[src/design/mme_consts.svh]
`ifndef MME_CONSTS_SVH
`define MME_CONSTS_SVH

// Array geometry
`define MME_ARRAY_W   8
`define MME_ARRAY_H   4
`define MME_PIPE_REGS 3

// Elements covered by one column tile
`define MME_COL_TILE  (`MME_ARRAY_H * (`MME_PIPE_REGS + 1))

// Size fields, leftovers and totals
`define MME_DIM_W     16
`define MME_LFT_W     8
`define MME_TOT_W     32

// Host register port
`define MME_REG_AW    2

`endif

[src/design/mme_pkg.sv]
`include "mme_consts.svh"

package mme_pkg;

  typedef enum logic [2:0] {
    OP_MATMUL = 3'd0,
    OP_GEMM   = 3'd1,
    OP_ADDMAX = 3'd2,
    OP_ADDMIN = 3'd3,
    OP_MULMAX = 3'd4,
    OP_MULMIN = 3'd5,
    OP_MAXMIN = 3'd6,
    OP_MINMAX = 3'd7
  } mme_op_e;

  typedef enum logic [1:0] {
    FMT_FP16    = 2'd0,
    FMT_FP8     = 2'd1,
    FMT_FP16ALT = 2'd2,
    FMT_FP8ALT  = 2'd3
  } mme_fmt_e;

  typedef enum logic {
    RND_RNE = 1'b0,
    RND_RTZ = 1'b1
  } mme_rnd_e;

  // Operation codes understood by the FPU stages
  typedef enum logic [2:0] {
    FPU_FMADD  = 3'd0,
    FPU_ADD    = 3'd2,
    FPU_MUL    = 3'd3,
    FPU_MINMAX = 3'd7
  } mme_fpu_op_e;

  typedef enum logic [2:0] {
    FPU_FP16    = 3'd2,
    FPU_FP8     = 3'd3,
    FPU_FP16ALT = 3'd4,
    FPU_FP8ALT  = 3'd5
  } mme_fpu_fmt_e;

  // Job as written by the host
  typedef struct packed {
    logic [`MME_DIM_W-1:0] m_size;
    logic [`MME_DIM_W-1:0] n_size;
    logic [`MME_DIM_W-1:0] k_size;
    mme_op_e               op;
    mme_fmt_e              in_fmt;
    mme_fmt_e              out_fmt;
  } mme_job_t;

  // Tiling, totals and datapath codes after decoding
  typedef struct packed {
    logic [`MME_DIM_W-1:0] x_rows_iter;
    logic [`MME_DIM_W-1:0] x_cols_iter;
    logic [`MME_DIM_W-1:0] w_rows_iter;
    logic [`MME_DIM_W-1:0] w_cols_iter;
    logic [`MME_LFT_W-1:0] x_rows_lftovr;
    logic [`MME_LFT_W-1:0] x_cols_lftovr;
    logic [`MME_LFT_W-1:0] w_rows_lftovr;
    logic [`MME_LFT_W-1:0] w_cols_lftovr;
    logic [`MME_DIM_W-1:0] tot_stores;
    logic [`MME_TOT_W-1:0] tot_x_read;
    logic [`MME_TOT_W-1:0] w_tot_len;
    mme_fpu_op_e           stage1_op;
    mme_fpu_op_e           stage2_op;
    mme_rnd_e              stage1_rnd;
    mme_rnd_e              stage2_rnd;
    mme_fpu_fmt_e          in_fpu_fmt;
    mme_fpu_fmt_e          out_fpu_fmt;
    logic                  gemm_sel;
  } mme_cfg_t;

endpackage

[src/design/job_if.sv]
`timescale 1ns/1ns

interface job_if
  import mme_pkg::*;
();

  mme_job_t job;
  logic     job_valid;
  logic     job_ready;
  // Pulses when the decoded config leaves the top level
  logic     job_done;

  modport regfile (
    output job,
    output job_valid,
    input  job_ready,
    input  job_done
  );

  modport decoder (
    input  job,
    input  job_valid,
    output job_ready,
    output job_done
  );

endinterface

[src/design/job_regfile.sv]
`timescale 1ns/1ns
`include "mme_consts.svh"

module job_regfile
  import mme_pkg::*;
(
  input  logic                   clk_i,
  input  logic                   rst_ni,
  input  logic                   reg_we_i,
  input  logic [`MME_REG_AW-1:0] reg_addr_i,
  input  logic [`MME_TOT_W-1:0]  reg_wdata_i,
  output logic                   busy_o,
  job_if.regfile                 job_p
);

  localparam logic [`MME_REG_AW-1:0] ADDR_MK   = 'd0;
  localparam logic [`MME_REG_AW-1:0] ADDR_NOPS = 'd1;
  localparam logic [`MME_REG_AW-1:0] ADDR_TRIG = 'd2;

  logic [`MME_DIM_W-1:0] m_q;
  logic [`MME_DIM_W-1:0] n_q;
  logic [`MME_DIM_W-1:0] k_q;
  mme_op_e               op_q;
  mme_fmt_e              in_fmt_q;
  mme_fmt_e              out_fmt_q;
  logic                  busy_q;
  logic                  valid_q;

  always_ff @(posedge clk_i or negedge rst_ni)
  begin
    if (!rst_ni)
    begin
      m_q       <= '0;
      n_q       <= '0;
      k_q       <= '0;
      op_q      <= OP_MATMUL;
      in_fmt_q  <= FMT_FP16;
      out_fmt_q <= FMT_FP16;
      busy_q    <= 1'b0;
      valid_q   <= 1'b0;
    end
    else
    begin
      // Parameters are frozen for the whole job
      if (reg_we_i && !busy_q && reg_addr_i == ADDR_MK)
      begin
        m_q <= reg_wdata_i[15:0];
        k_q <= reg_wdata_i[31:16];
      end
      if (reg_we_i && !busy_q && reg_addr_i == ADDR_NOPS)
      begin
        n_q       <= reg_wdata_i[15:0];
        op_q      <= mme_op_e'(reg_wdata_i[18:16]);
        in_fmt_q  <= mme_fmt_e'(reg_wdata_i[20:19]);
        out_fmt_q <= mme_fmt_e'(reg_wdata_i[22:21]);
      end
      if (reg_we_i && !busy_q && reg_addr_i == ADDR_TRIG)
      begin
        busy_q  <= 1'b1;
        valid_q <= 1'b1;
      end
      else
      begin
        if (valid_q && job_p.job_ready)
          valid_q <= 1'b0;
        if (job_p.job_done)
          busy_q <= 1'b0;
      end
    end
  end

  assign job_p.job = '{m_size: m_q, n_size: n_q, k_size: k_q, op: op_q,
                       in_fmt: in_fmt_q, out_fmt: out_fmt_q};
  assign job_p.job_valid = valid_q;
  assign busy_o          = busy_q;

  // The decoder only finishes a job that it has already taken
  assert property (@(posedge clk_i) disable iff (!rst_ni)
    job_p.job_done |-> busy_q && !job_p.job_valid);

endmodule

[src/design/seq_mult.sv]
`timescale 1ns/1ns

module seq_mult #(
  parameter int unsigned AW = 16,
  parameter int unsigned BW = 16
) (
  input  logic          clk_i,
  input  logic          rst_ni,
  input  logic          start_i,
  input  logic [AW-1:0] a_i,
  input  logic [BW-1:0] b_i,
  output logic          ready_o,
  output logic          valid_o,
  output logic [31:0]   prod_o
);

  localparam int unsigned CW = (BW > 1) ? $clog2(BW) : 1;

  logic          run_q;
  logic          valid_q;
  logic [CW-1:0] cnt_q;
  logic [31:0]   a_sh_q;
  logic [BW-1:0] b_sh_q;
  logic [31:0]   acc_q;

  // One bit of B per cycle, A shifted along with it
  always_ff @(posedge clk_i or negedge rst_ni)
  begin
    if (!rst_ni)
    begin
      run_q   <= 1'b0;
      valid_q <= 1'b0;
      cnt_q   <= '0;
      a_sh_q  <= '0;
      b_sh_q  <= '0;
      acc_q   <= '0;
    end
    else if (start_i && !run_q)
    begin
      run_q   <= 1'b1;
      valid_q <= 1'b0;
      cnt_q   <= '0;
      a_sh_q  <= 32'(a_i);
      b_sh_q  <= b_i;
      acc_q   <= '0;
    end
    else if (run_q)
    begin
      if (b_sh_q[0])
        acc_q <= acc_q + a_sh_q;
      a_sh_q <= a_sh_q << 1;
      b_sh_q <= b_sh_q >> 1;
      cnt_q  <= cnt_q + 1'b1;
      // Last bit consumed, product is final on the next cycle
      if (cnt_q == CW'(BW - 1))
      begin
        run_q   <= 1'b0;
        valid_q <= 1'b1;
      end
    end
  end

  assign ready_o = !run_q;
  assign valid_o = valid_q;
  assign prod_o  = acc_q;

  assert property (@(posedge clk_i) disable iff (!rst_ni) start_i |-> ready_o);

endmodule

[src/design/job_decoder.sv]
`timescale 1ns/1ns
`include "mme_consts.svh"

module job_decoder
  import mme_pkg::*;
(
  input  logic     clk_i,
  input  logic     rst_ni,
  job_if.decoder   job_p,
  output mme_cfg_t cfg_o,
  output logic     cfg_valid_o,
  input  logic     cfg_ready_i
);

  localparam int unsigned DW     = `MME_DIM_W;
  localparam int unsigned LW     = `MME_LFT_W;
  localparam int unsigned ROW_SH = $clog2(`MME_ARRAY_W);
  localparam int unsigned COL_SH = $clog2(`MME_COL_TILE);
  localparam int unsigned H_SH   = $clog2(`MME_ARRAY_H);

  logic                  take_job;
  logic                  cfg_take;
  logic                  busy_q;
  logic [DW-1:0]         x_rows_iter;
  logic [DW-1:0]         x_cols_iter;
  logic [DW-1:0]         w_cols_iter;
  logic [LW-1:0]         x_rows_lft;
  logic [LW-1:0]         x_cols_lft;
  logic [LW-1:0]         w_cols_lft;
  logic                  rc_ready;
  logic                  rc_valid;
  logic                  rc_valid_q;
  logic [`MME_TOT_W-1:0] rc_prod;
  logic                  tot_ready;
  logic                  tot_valid;
  logic                  tot_valid_q;
  logic [`MME_TOT_W-1:0] tot_prod;
  mme_cfg_t              cfg_d;
  mme_cfg_t              cfg_q;
  logic                  cfg_valid_q;

  function automatic mme_fpu_fmt_e to_fpu_fmt(input mme_fmt_e fmt);
    mme_fpu_fmt_e res;
    case (fmt)
      FMT_FP16:    res = FPU_FP16;
      FMT_FP8:     res = FPU_FP8;
      FMT_FP16ALT: res = FPU_FP16ALT;
      default:     res = FPU_FP8ALT;
    endcase
    return res;
  endfunction

  // Tiles are powers of two, so remainders are the low bits
  assign x_rows_lft  = LW'(job_p.job.m_size[ROW_SH-1:0]);
  assign x_cols_lft  = LW'(job_p.job.n_size[COL_SH-1:0]);
  assign w_cols_lft  = LW'(job_p.job.k_size[COL_SH-1:0]);
  assign x_rows_iter = (job_p.job.m_size >> ROW_SH) + DW'(x_rows_lft != '0);
  assign x_cols_iter = (job_p.job.n_size >> COL_SH) + DW'(x_cols_lft != '0);
  assign w_cols_iter = (job_p.job.k_size >> COL_SH) + DW'(w_cols_lft != '0);

  assign take_job = job_p.job_valid && job_p.job_ready;
  assign cfg_take = cfg_valid_q && cfg_ready_i;

  // Rows times columns, then scaled by N once the first product settles
  seq_mult #(
    .AW (DW),
    .BW (DW)
  ) u_rows_cols (
    .clk_i   (clk_i),
    .rst_ni  (rst_ni),
    .start_i (take_job),
    .a_i     (x_rows_iter),
    .b_i     (w_cols_iter),
    .ready_o (rc_ready),
    .valid_o (rc_valid),
    .prod_o  (rc_prod)
  );

  seq_mult #(
    .AW (DW),
    .BW (`MME_TOT_W)
  ) u_tot (
    .clk_i   (clk_i),
    .rst_ni  (rst_ni),
    .start_i (rc_valid && !rc_valid_q),
    .a_i     (job_p.job.n_size),
    .b_i     (rc_prod),
    .ready_o (tot_ready),
    .valid_o (tot_valid),
    .prod_o  (tot_prod)
  );

  always_comb
  begin
    cfg_d               = '0;
    cfg_d.x_rows_iter   = x_rows_iter;
    cfg_d.x_cols_iter   = x_cols_iter;
    cfg_d.w_rows_iter   = job_p.job.n_size;
    cfg_d.w_cols_iter   = w_cols_iter;
    cfg_d.x_rows_lftovr = x_rows_lft;
    cfg_d.x_cols_lftovr = x_cols_lft;
    cfg_d.w_rows_lftovr = LW'(job_p.job.n_size[H_SH-1:0]);
    cfg_d.w_cols_lftovr = w_cols_lft;
    cfg_d.tot_stores    = rc_prod[DW-1:0];
    // Chain result is already registered, a single multiplier fits here
    cfg_d.tot_x_read    = x_cols_iter * rc_prod[DW-1:0];
    cfg_d.w_tot_len     = tot_prod;
    case (job_p.job.op)
      OP_MATMUL, OP_GEMM:   cfg_d.stage1_op = FPU_FMADD;
      OP_ADDMAX, OP_ADDMIN: cfg_d.stage1_op = FPU_ADD;
      OP_MULMAX, OP_MULMIN: cfg_d.stage1_op = FPU_MUL;
      default:              cfg_d.stage1_op = FPU_MINMAX;
    endcase
    cfg_d.stage2_op     = FPU_MINMAX;
    cfg_d.stage1_rnd    = (job_p.job.op == OP_MAXMIN) ? RND_RTZ : RND_RNE;
    cfg_d.stage2_rnd    = (job_p.job.op inside {OP_ADDMAX, OP_MULMAX, OP_MINMAX}) ?
                          RND_RTZ : RND_RNE;
    cfg_d.in_fpu_fmt    = to_fpu_fmt(job_p.job.in_fmt);
    cfg_d.out_fpu_fmt   = to_fpu_fmt(job_p.job.out_fmt);
    cfg_d.gemm_sel      = (job_p.job.op != OP_MATMUL);
  end

  always_ff @(posedge clk_i or negedge rst_ni)
  begin
    if (!rst_ni)
    begin
      busy_q      <= 1'b0;
      rc_valid_q  <= 1'b0;
      tot_valid_q <= 1'b0;
      cfg_valid_q <= 1'b0;
      cfg_q       <= '0;
    end
    else
    begin
      rc_valid_q  <= rc_valid;
      tot_valid_q <= tot_valid;
      if (take_job)
        busy_q <= 1'b1;
      else if (cfg_take)
        busy_q <= 1'b0;
      // Load once per job, then hold until the consumer takes it
      if (tot_valid && !tot_valid_q)
      begin
        cfg_q       <= cfg_d;
        cfg_valid_q <= 1'b1;
      end
      else if (cfg_take)
        cfg_valid_q <= 1'b0;
    end
  end

  assign job_p.job_ready = !busy_q && rc_ready && tot_ready;
  assign job_p.job_done  = cfg_take;
  assign cfg_o           = cfg_q;
  assign cfg_valid_o     = cfg_valid_q;

  assert property (@(posedge clk_i) disable iff (!rst_ni)
    cfg_valid_o && !cfg_ready_i |=> cfg_valid_o && $stable(cfg_o));

endmodule

[src/design/mme_cfg_top.sv]
`timescale 1ns/1ns
`include "mme_consts.svh"

module mme_cfg_top
  import mme_pkg::*;
(
  input  logic                   clk_i,
  input  logic                   rst_ni,
  input  logic                   reg_we_i,
  input  logic [`MME_REG_AW-1:0] reg_addr_i,
  input  logic [`MME_TOT_W-1:0]  reg_wdata_i,
  input  logic                   cfg_ready_i,
  output logic                   busy_o,
  output logic                   cfg_valid_o,
  output logic [`MME_DIM_W-1:0]  x_rows_iter_o,
  output logic [`MME_DIM_W-1:0]  x_cols_iter_o,
  output logic [`MME_DIM_W-1:0]  w_rows_iter_o,
  output logic [`MME_DIM_W-1:0]  w_cols_iter_o,
  output logic [`MME_LFT_W-1:0]  x_rows_lftovr_o,
  output logic [`MME_LFT_W-1:0]  x_cols_lftovr_o,
  output logic [`MME_LFT_W-1:0]  w_rows_lftovr_o,
  output logic [`MME_LFT_W-1:0]  w_cols_lftovr_o,
  output logic [`MME_DIM_W-1:0]  tot_stores_o,
  output logic [`MME_TOT_W-1:0]  tot_x_read_o,
  output logic [`MME_TOT_W-1:0]  w_tot_len_o,
  output mme_fpu_op_e            stage1_op_o,
  output mme_fpu_op_e            stage2_op_o,
  output mme_rnd_e               stage1_rnd_o,
  output mme_rnd_e               stage2_rnd_o,
  output mme_fpu_fmt_e           in_fpu_fmt_o,
  output mme_fpu_fmt_e           out_fpu_fmt_o,
  output logic                   gemm_sel_o
);

  mme_cfg_t cfg;

  job_if u_job_if ();

  job_regfile u_regfile (
    .clk_i       (clk_i),
    .rst_ni      (rst_ni),
    .reg_we_i    (reg_we_i),
    .reg_addr_i  (reg_addr_i),
    .reg_wdata_i (reg_wdata_i),
    .busy_o      (busy_o),
    .job_p       (u_job_if.regfile)
  );

  job_decoder u_decoder (
    .clk_i       (clk_i),
    .rst_ni      (rst_ni),
    .job_p       (u_job_if.decoder),
    .cfg_o       (cfg),
    .cfg_valid_o (cfg_valid_o),
    .cfg_ready_i (cfg_ready_i)
  );

  // Flatten the decoded config onto plain ports
  assign x_rows_iter_o   = cfg.x_rows_iter;
  assign x_cols_iter_o   = cfg.x_cols_iter;
  assign w_rows_iter_o   = cfg.w_rows_iter;
  assign w_cols_iter_o   = cfg.w_cols_iter;
  assign x_rows_lftovr_o = cfg.x_rows_lftovr;
  assign x_cols_lftovr_o = cfg.x_cols_lftovr;
  assign w_rows_lftovr_o = cfg.w_rows_lftovr;
  assign w_cols_lftovr_o = cfg.w_cols_lftovr;
  assign tot_stores_o    = cfg.tot_stores;
  assign tot_x_read_o    = cfg.tot_x_read;
  assign w_tot_len_o     = cfg.w_tot_len;
  assign stage1_op_o     = cfg.stage1_op;
  assign stage2_op_o     = cfg.stage2_op;
  assign stage1_rnd_o    = cfg.stage1_rnd;
  assign stage2_rnd_o    = cfg.stage2_rnd;
  assign in_fpu_fmt_o    = cfg.in_fpu_fmt;
  assign out_fpu_fmt_o   = cfg.out_fpu_fmt;
  assign gemm_sel_o      = cfg.gemm_sel;

endmodule

[config.mk]
export PLATFORM = sky130hd
export DESIGN_NAME = mme_cfg_top
export DESIGN_NICKNAME = d
export VERILOG_FILES = /design/src/design/mme_pkg.sv /design/src/design/job_if.sv /design/src/design/job_regfile.sv /design/src/design/seq_mult.sv /design/src/design/job_decoder.sv /design/src/design/mme_cfg_top.sv
export VERILOG_INCLUDE_DIRS = /design/src /design/src/design
export SDC_FILE = /design/constraint.sdc
export NUM_CORES = 1
export LEC_CHECK = 0
export BUFFER_PORTS_ARGS = -buffer_cell sky130_fd_sc_hd__clkbuf_2
export CORE_UTILIZATION = 52
export DETAILED_ROUTE_END_ITERATION = 7
export GPL_TIMING_DRIVEN = 0
export PLACE_DENSITY = 0.7
export SLEW_MARGIN = 20
export SYNTH_ARGS = -nofsm -noshare
export SYNTH_HDL_FRONTEND = slang
export SYNTH_HIERARCHICAL = 1
export SYNTH_SLANG_ARGS = --single-unit
[constraint.sdc]
create_clock -name clk_i -period 10 [get_ports clk_i]
set_input_delay 0.5 -clock clk_i [delete_from_list [all_inputs] [get_ports clk_i]]
set_output_delay 0.5 -clock clk_i [all_outputs]
set_load 0.005 [all_outputs]
[Word-level counts from Yosys, hierarchy flattened]
Index checks and enable logic that the tools add are counted.
Word-level totals
  bits of input ports: 38
  register bits after elaboration: 420
  output and inout port bits: 193
Cells by class
  multiply operators: 1
  reductions and logical operators: 44
  muxes and demuxes: 41
  eq/ne operators: 15
  add/sub/neg operators: 7
Operators by type and width (count)
  $mux 32: 12
  $add 32x32->32: 2
  $mul 16x16->32: 1
  $mux 16: 2
  $pmux 3 s3: 3
  $add 12x1->13: 2
  $reduce_bool 8->1: 3
  $mux 1: 20
  $reduce_bool 2->1: 10
  $add 13x1->14: 1
  $eq 3x3->1 const B: 4
  $logic_and 1x1->1: 12
  $mux 5: 2
  $mux 4: 2
  $reduce_and 2->1: 4
  $eq 2x1->1 const B: 3
  $eq 2x2->1 const B: 3
  $eq 3x2->1 const B: 2
  $logic_not 1->1: 6
  $logic_not 2->1: 3
  $reduce_bool 3->1: 2
  $reduce_or 2->1: 3
  $add 5x1->5 const B: 1
  $eq 5x5->1 const B: 1
  other kinds (4): 4

[Logic depth before layout (Yosys ltp)]
  word-level depth: 7
  gate-level depth with buffers: 25
  gate-level depth less buffers: 24

[By module]
The synthesis kept the hierarchy.
By module, submodules not included
  job_decoder: cells an instance 1559, times used 1, area an instance 13486.7 um^2
  seq_mult (u_decoder.u_tot): cells an instance 614, times used 1, area an instance 5980.7 um^2
  seq_mult (u_decoder.u_rows_cols): cells an instance 539, times used 1, area an instance 5123.7 um^2
  job_regfile: cells an instance 125, times used 1, area an instance 2197.1 um^2

[Worst setup path before layout]
OpenSTA, ideal clock, no wires.
  path kind: register to register
  start: reg u_regfile.n_q[1]
  end: reg u_decoder.cfg_q, in the netlist u_decoder/cfg_o[75]
  data required time: 9.867 ns
  stages on the path, launching flop included: 23
  path buffers: 1
  clock period less this slack: 6.521 ns
  slack: 3.479 ns
  data arrival time: 6.387 ns
  path through: dfrtp_1 > or4_1 > ha_1 > and3_1 > xor2_1 > clkbuf_1 > nand2_1 > fa_1 > fa_1 > inv_1 > ha_1 > fa_1 > inv_1 > fa_1 > inv_1 > ha_1 > and3_1 > a221o_2 > a211oi_2 > o31a_2 > mux2i_1 > xnor2_1 > o21ai_0
Between the ends
  word-level cells in the longest chain between the ends: 3
Ends and longest elaborated chain
  start, declared: line job_regfile.sv:21  | logic [`MME_DIM_W-1:0] n_q;
  start signal, assigned: line job_regfile.sv:52  | n_q <= reg_wdata_i[15:0];
  $reduce_bool 8->1: line job_decoder.sv:58  | assign x_cols_iter = (job_p.job.n_size >> COL_SH) + DW'(x_cols_lft != '0);
  $add 12x1->13: line job_decoder.sv:58
  $mul 16x16->32: line job_decoder.sv:106  | cfg_d.tot_x_read = x_cols_iter * rc_prod[DW-1:0];
  end signal, assigned: line job_decoder.sv:144  | cfg_q <= cfg_d;
  end, declared: line job_decoder.sv:39  | mme_cfg_t cfg_q;
Every way passes these cells.
A chain may end at the register's enable or synchronous reset.

[Worst setup path after layout]
  start: reg u_regfile.n_q[1]
  end: reg u_decoder.cfg_q, in the netlist u_decoder/cfg_o[70]
The elaborated chain is that of the path after synthesis.

==> results.yml <==
worst_setup_path:
  crit_path_end_kind: "register"
  cp-startpoint: "u_regfile/n_q[1]"
  r2r-start: "u_regfile/n_q[1]"
  path_buf_inv: 4
  critPathKind: "register to register"
  cpMostUsedCell: "fa_1"
  cp_data_required_time_ns: 10.47
  slowest_stage: "xor2_1"
  cp_top_family: "adder cells"
  cp_cell_sequence: "or4_1 > ha_1 > and3_1 > and3_1 > xor2_1 > clkbuf_1 > and2_1 > fa_1 > fa_1 > fa_1 > fa_1 > inv_1 > fa_1 > inv_1 > ha_1 > clkbuf_1 > a21oi_1 > o21ai_0 > nor3_1 > o211ai_1 > nand2_1 > xor2_1 > o21ai_0"
  critPathMaxFanout: 10
  critPathLaunchType: "register"
  slowest_delay_ns: 0.68
  crit_arrival_ns: 8.66
  r2r_slack_ns: 1.80
logic_synthesis:
  synth_edf_count: 0
  synthCells: 2837
  synth_ff_type: "dfrtp_1"
  ys_seq_area_share_pct: 37.6
  synth_warnings: 6
  synthArstFlopShare_pct: 100
  synth.distinct_cells: 85
  netlist_area_um2: 26800
  synth_area_per_cell_um2: 9.44
  yosysTopAreaCell: "dfrtp_1"
  ys_ff_latch: 403
  yosys-top-cells-area: "dfrtp_1 (38%), fa_1 (12%), nand2_1 (9.7%), ha_1 (6.8%), mux2i_1 (3.2%)"
  yosysTopAreaCellShare_pct: 37.6
power:
  p_leak_nw: 15.4
  vdd_drop_max_v: 0.000186
  power_mw: 7.72
  p_per_area_nw_per_um2: 253
floorplan:
  fp-row-count: 82
  die_w_um: 229
  die_h_um: 229
  initial_core_util_pct: 53.1
  coreArea_um2: 50500
  ios: 231
  die_area_um2: 52400
drt:
  drt_iter0_drc: 1604
  vias_per_cell: 5.66
  ant_nets: 0
  vias: 21700
  wl_per_cell_um: 19.7
  routed_wl_um: 75500
  drtPass1Iterations: 5
  drc_errors: 0
global_route:
  grt_start_max_net_pins: 90
  grt_remaining_overflow: 0
  grt_pass1_vias: 22100
  met2_usage_pct: 47.8
  top_usage_layer: "met2"
  met3_usage_pct: 3.82
  grt_antenna_before_repair: 1
  grt_usage_pct: 29.4
  grt_first_pass_wirelength_um: 121000
  use_met1_pct: 40.2
finish:
  nets: 3461
  fillers: 4376
  layout-drive-gt1-share_pct: 13.6
  antenna_cells: 0
  area_growth_pct: 14.2
clocking:
  post-cts-setup-buffers: 0
  ctsHtreeMaxLevel: 2
  clock_sinks: 403
  cts_root_buf: "clkbuf_16"
  cts_tree: "done"
  ctsLongestPathBuffers: 3
  cts_resized: 0
  clk_pin_slew_ns: 0.06
  clk_latency_ns: 0.60
  cts_inserted_buffers: 44
place:
  dp_hpwl_um: 57900
  numPortBuffers: 200
  gp_congestion: 0.941
sta:
  hold_violations: 0
  fin_skew_ns: 0.0259
  slew_headroom_pct: 19.4
  fin_crit_ns: 8.20
  slew_violations: 0
  finalCritPeriodShare_pct: 82.0
  fmax_mhz: 122
  grt_setup_unrepaired: "no"
  setup_viol: 0
  worst_slew_pin_slew_ns: 1.20
  tns_ns: 0
worst_hold_path:
  hp-start: "cfg_ready_i"
  hp-class: "input pin to register"
status:
  status: "finished, final reports clean"
run:
  drv_cap: 0
[per-stage QoR]
step	worst slack (ns)	area, um^2	util, %	hold slack (ns)	cells
final	1.80	30600	60.6	0.137	3830
after global routing	1.48	30600	60.6	0.141	3830
after CTS	1.96	30600	60.6	0.115	3830
after detailed placement	2.01	28900	57.2	0.426	3747
after global placement	-0.441	28800	57.0	0.414	3743
after floorplan	3.48	26900	-	0.204	2871
[layout by cell type, fill, tap and decap left out, types with 37 or more instances in the layout]
cell type  instances
nor2_1            52
nand3_1           56
a22o_1            37
mux2i_1           86
o21ai_0          167
inv_1            222
clkbuf_16         45
fa_1             156
ha_1             145
nand2_1          692
xor2_1            38
clkbuf_2         200
xnor2_1           49
clkbuf_1         108
buf_4             40
mux2_2            50
a21oi_1           76
and2_1            84
dfrtp_1          403
[Yosys cell counts, drive strengths merged, types with 7 or more instances]
library cell and count:
nand2 692, dfrtp 403, inv 222, o21ai 184
fa 156, ha 145, clkbuf 110, mux2i 86
and2 85, a21oi 79, buf 62, mux2 57
nand3 56, nor2 52, xnor2 50, xor2 38
a22o 37, and3 37, a21o 35, nor3 20
nor2b 19, a31oi 18, nand4 17, o21a 16
nand2b 14, o21bai 14, a211o 13, a211oi 13
o31ai 12, o211ai 9, or3 9, a32o 7
[worst paths after layout]
path                       cells past startpoint               endpoint
max                                           23    u_decoder/cfg_o[70]
min                                            2  u_decoder/cfg_valid_o
max reg2reg                                   23    u_decoder/cfg_o[70]
min reg2reg                                    0   u_decoder/rc_valid_q
max in group asynchronous                      5    u_decoder/cfg_o[37]
min in group asynchronous                      2   u_decoder/cfg_o[130]
[worst register-to-register path, delay by kind of cell, from the launching register on]
kind / cells / cell delay [ns]
xor gates and xnor gates: 2 / 0.83
and+or+nand+nor: 6 / 1.82
adders and majority gates: 7 / 3.14
AOI/OAI and AO/OA: 4 / 0.89
DFF: 1 / 0.51
buffers and inverters: 4 / 0.92
[report_power, final]
| part | switching (mW) | internal [mW] | leakage (nW) |
|---|---|---|---|
| clock network | 0.718 | 1.15 | 0.820 |
| registers | 0.451 | 1.92 | 5.42 |
| logic | 2.17 | 1.32 | 9.18 |
[layer usage]
| layer | vias up | wire (um) |
|---|---|---|
| met1 | 10800 | 32900 |
| met4 | 2 | 2860 |
| met3 | 155 | 4420 |
| met5 | - | 14 |
| met2 | 721 | 35300 |
| li1 | 9969 | - |
[cells by family (layout without fill, tap and decap cells)]
family	count (synthesis)	after routing	synth area share, %
adders and majority gates	301	301	18.4
and+or+nand+nor	1027	1027	17.0
xor gates and xnor gates	88	88	2.88
buffers and inverters	394	681	6.46
other	1	35	0.0140
muxes	143	143	5.68
DFF	403	403	37.6
AOI/OAI and AO/OA	480	480	11.8
[sequential cells by signal, summed over array words and instances, names as in the netlist, 2 cells and up]
signal / cells
u_decoder/u_rows_cols/cnt_q: 4
u_regfile/m_q: 16
u_regfile/n_q: 16
u_decoder/u_rows_cols/a_sh_q: 32
u_decoder/u_tot/cnt_q: 5
u_decoder/u_rows_cols/prod_o: 32
u_decoder/u_tot/prod_o: 32
u_regfile/out_fmt_q: 2
u_regfile/in_fmt_q: 2
u_decoder/cfg_o: 153
u_regfile/k_q: 16
u_decoder/u_tot/a_sh_q: 32
u_regfile/op_q: 3
u_decoder/u_rows_cols/b_sh_q: 16
u_decoder/u_tot/b_sh_q: 32
[final cells by class]
cell class	count	area, um^2	share of cell area [%]
sequential	403	10100	33.0
inverter	222	833	2.72
tap	672	841	2.75
clock buffer	58	1280	4.20
timing repair buffer	205	1130	3.69
buffer	172	897	2.93
clock inverter	24	402	1.31
multi-input combinational	2074	15100	49.4
[repair_timing]
action	CTS	global route
endpoints found under the hold margin	59	0
setup endpoints to repair	0	0
hold buffers	1	0
No activity file was read; power rests on OpenSTA's default activity.
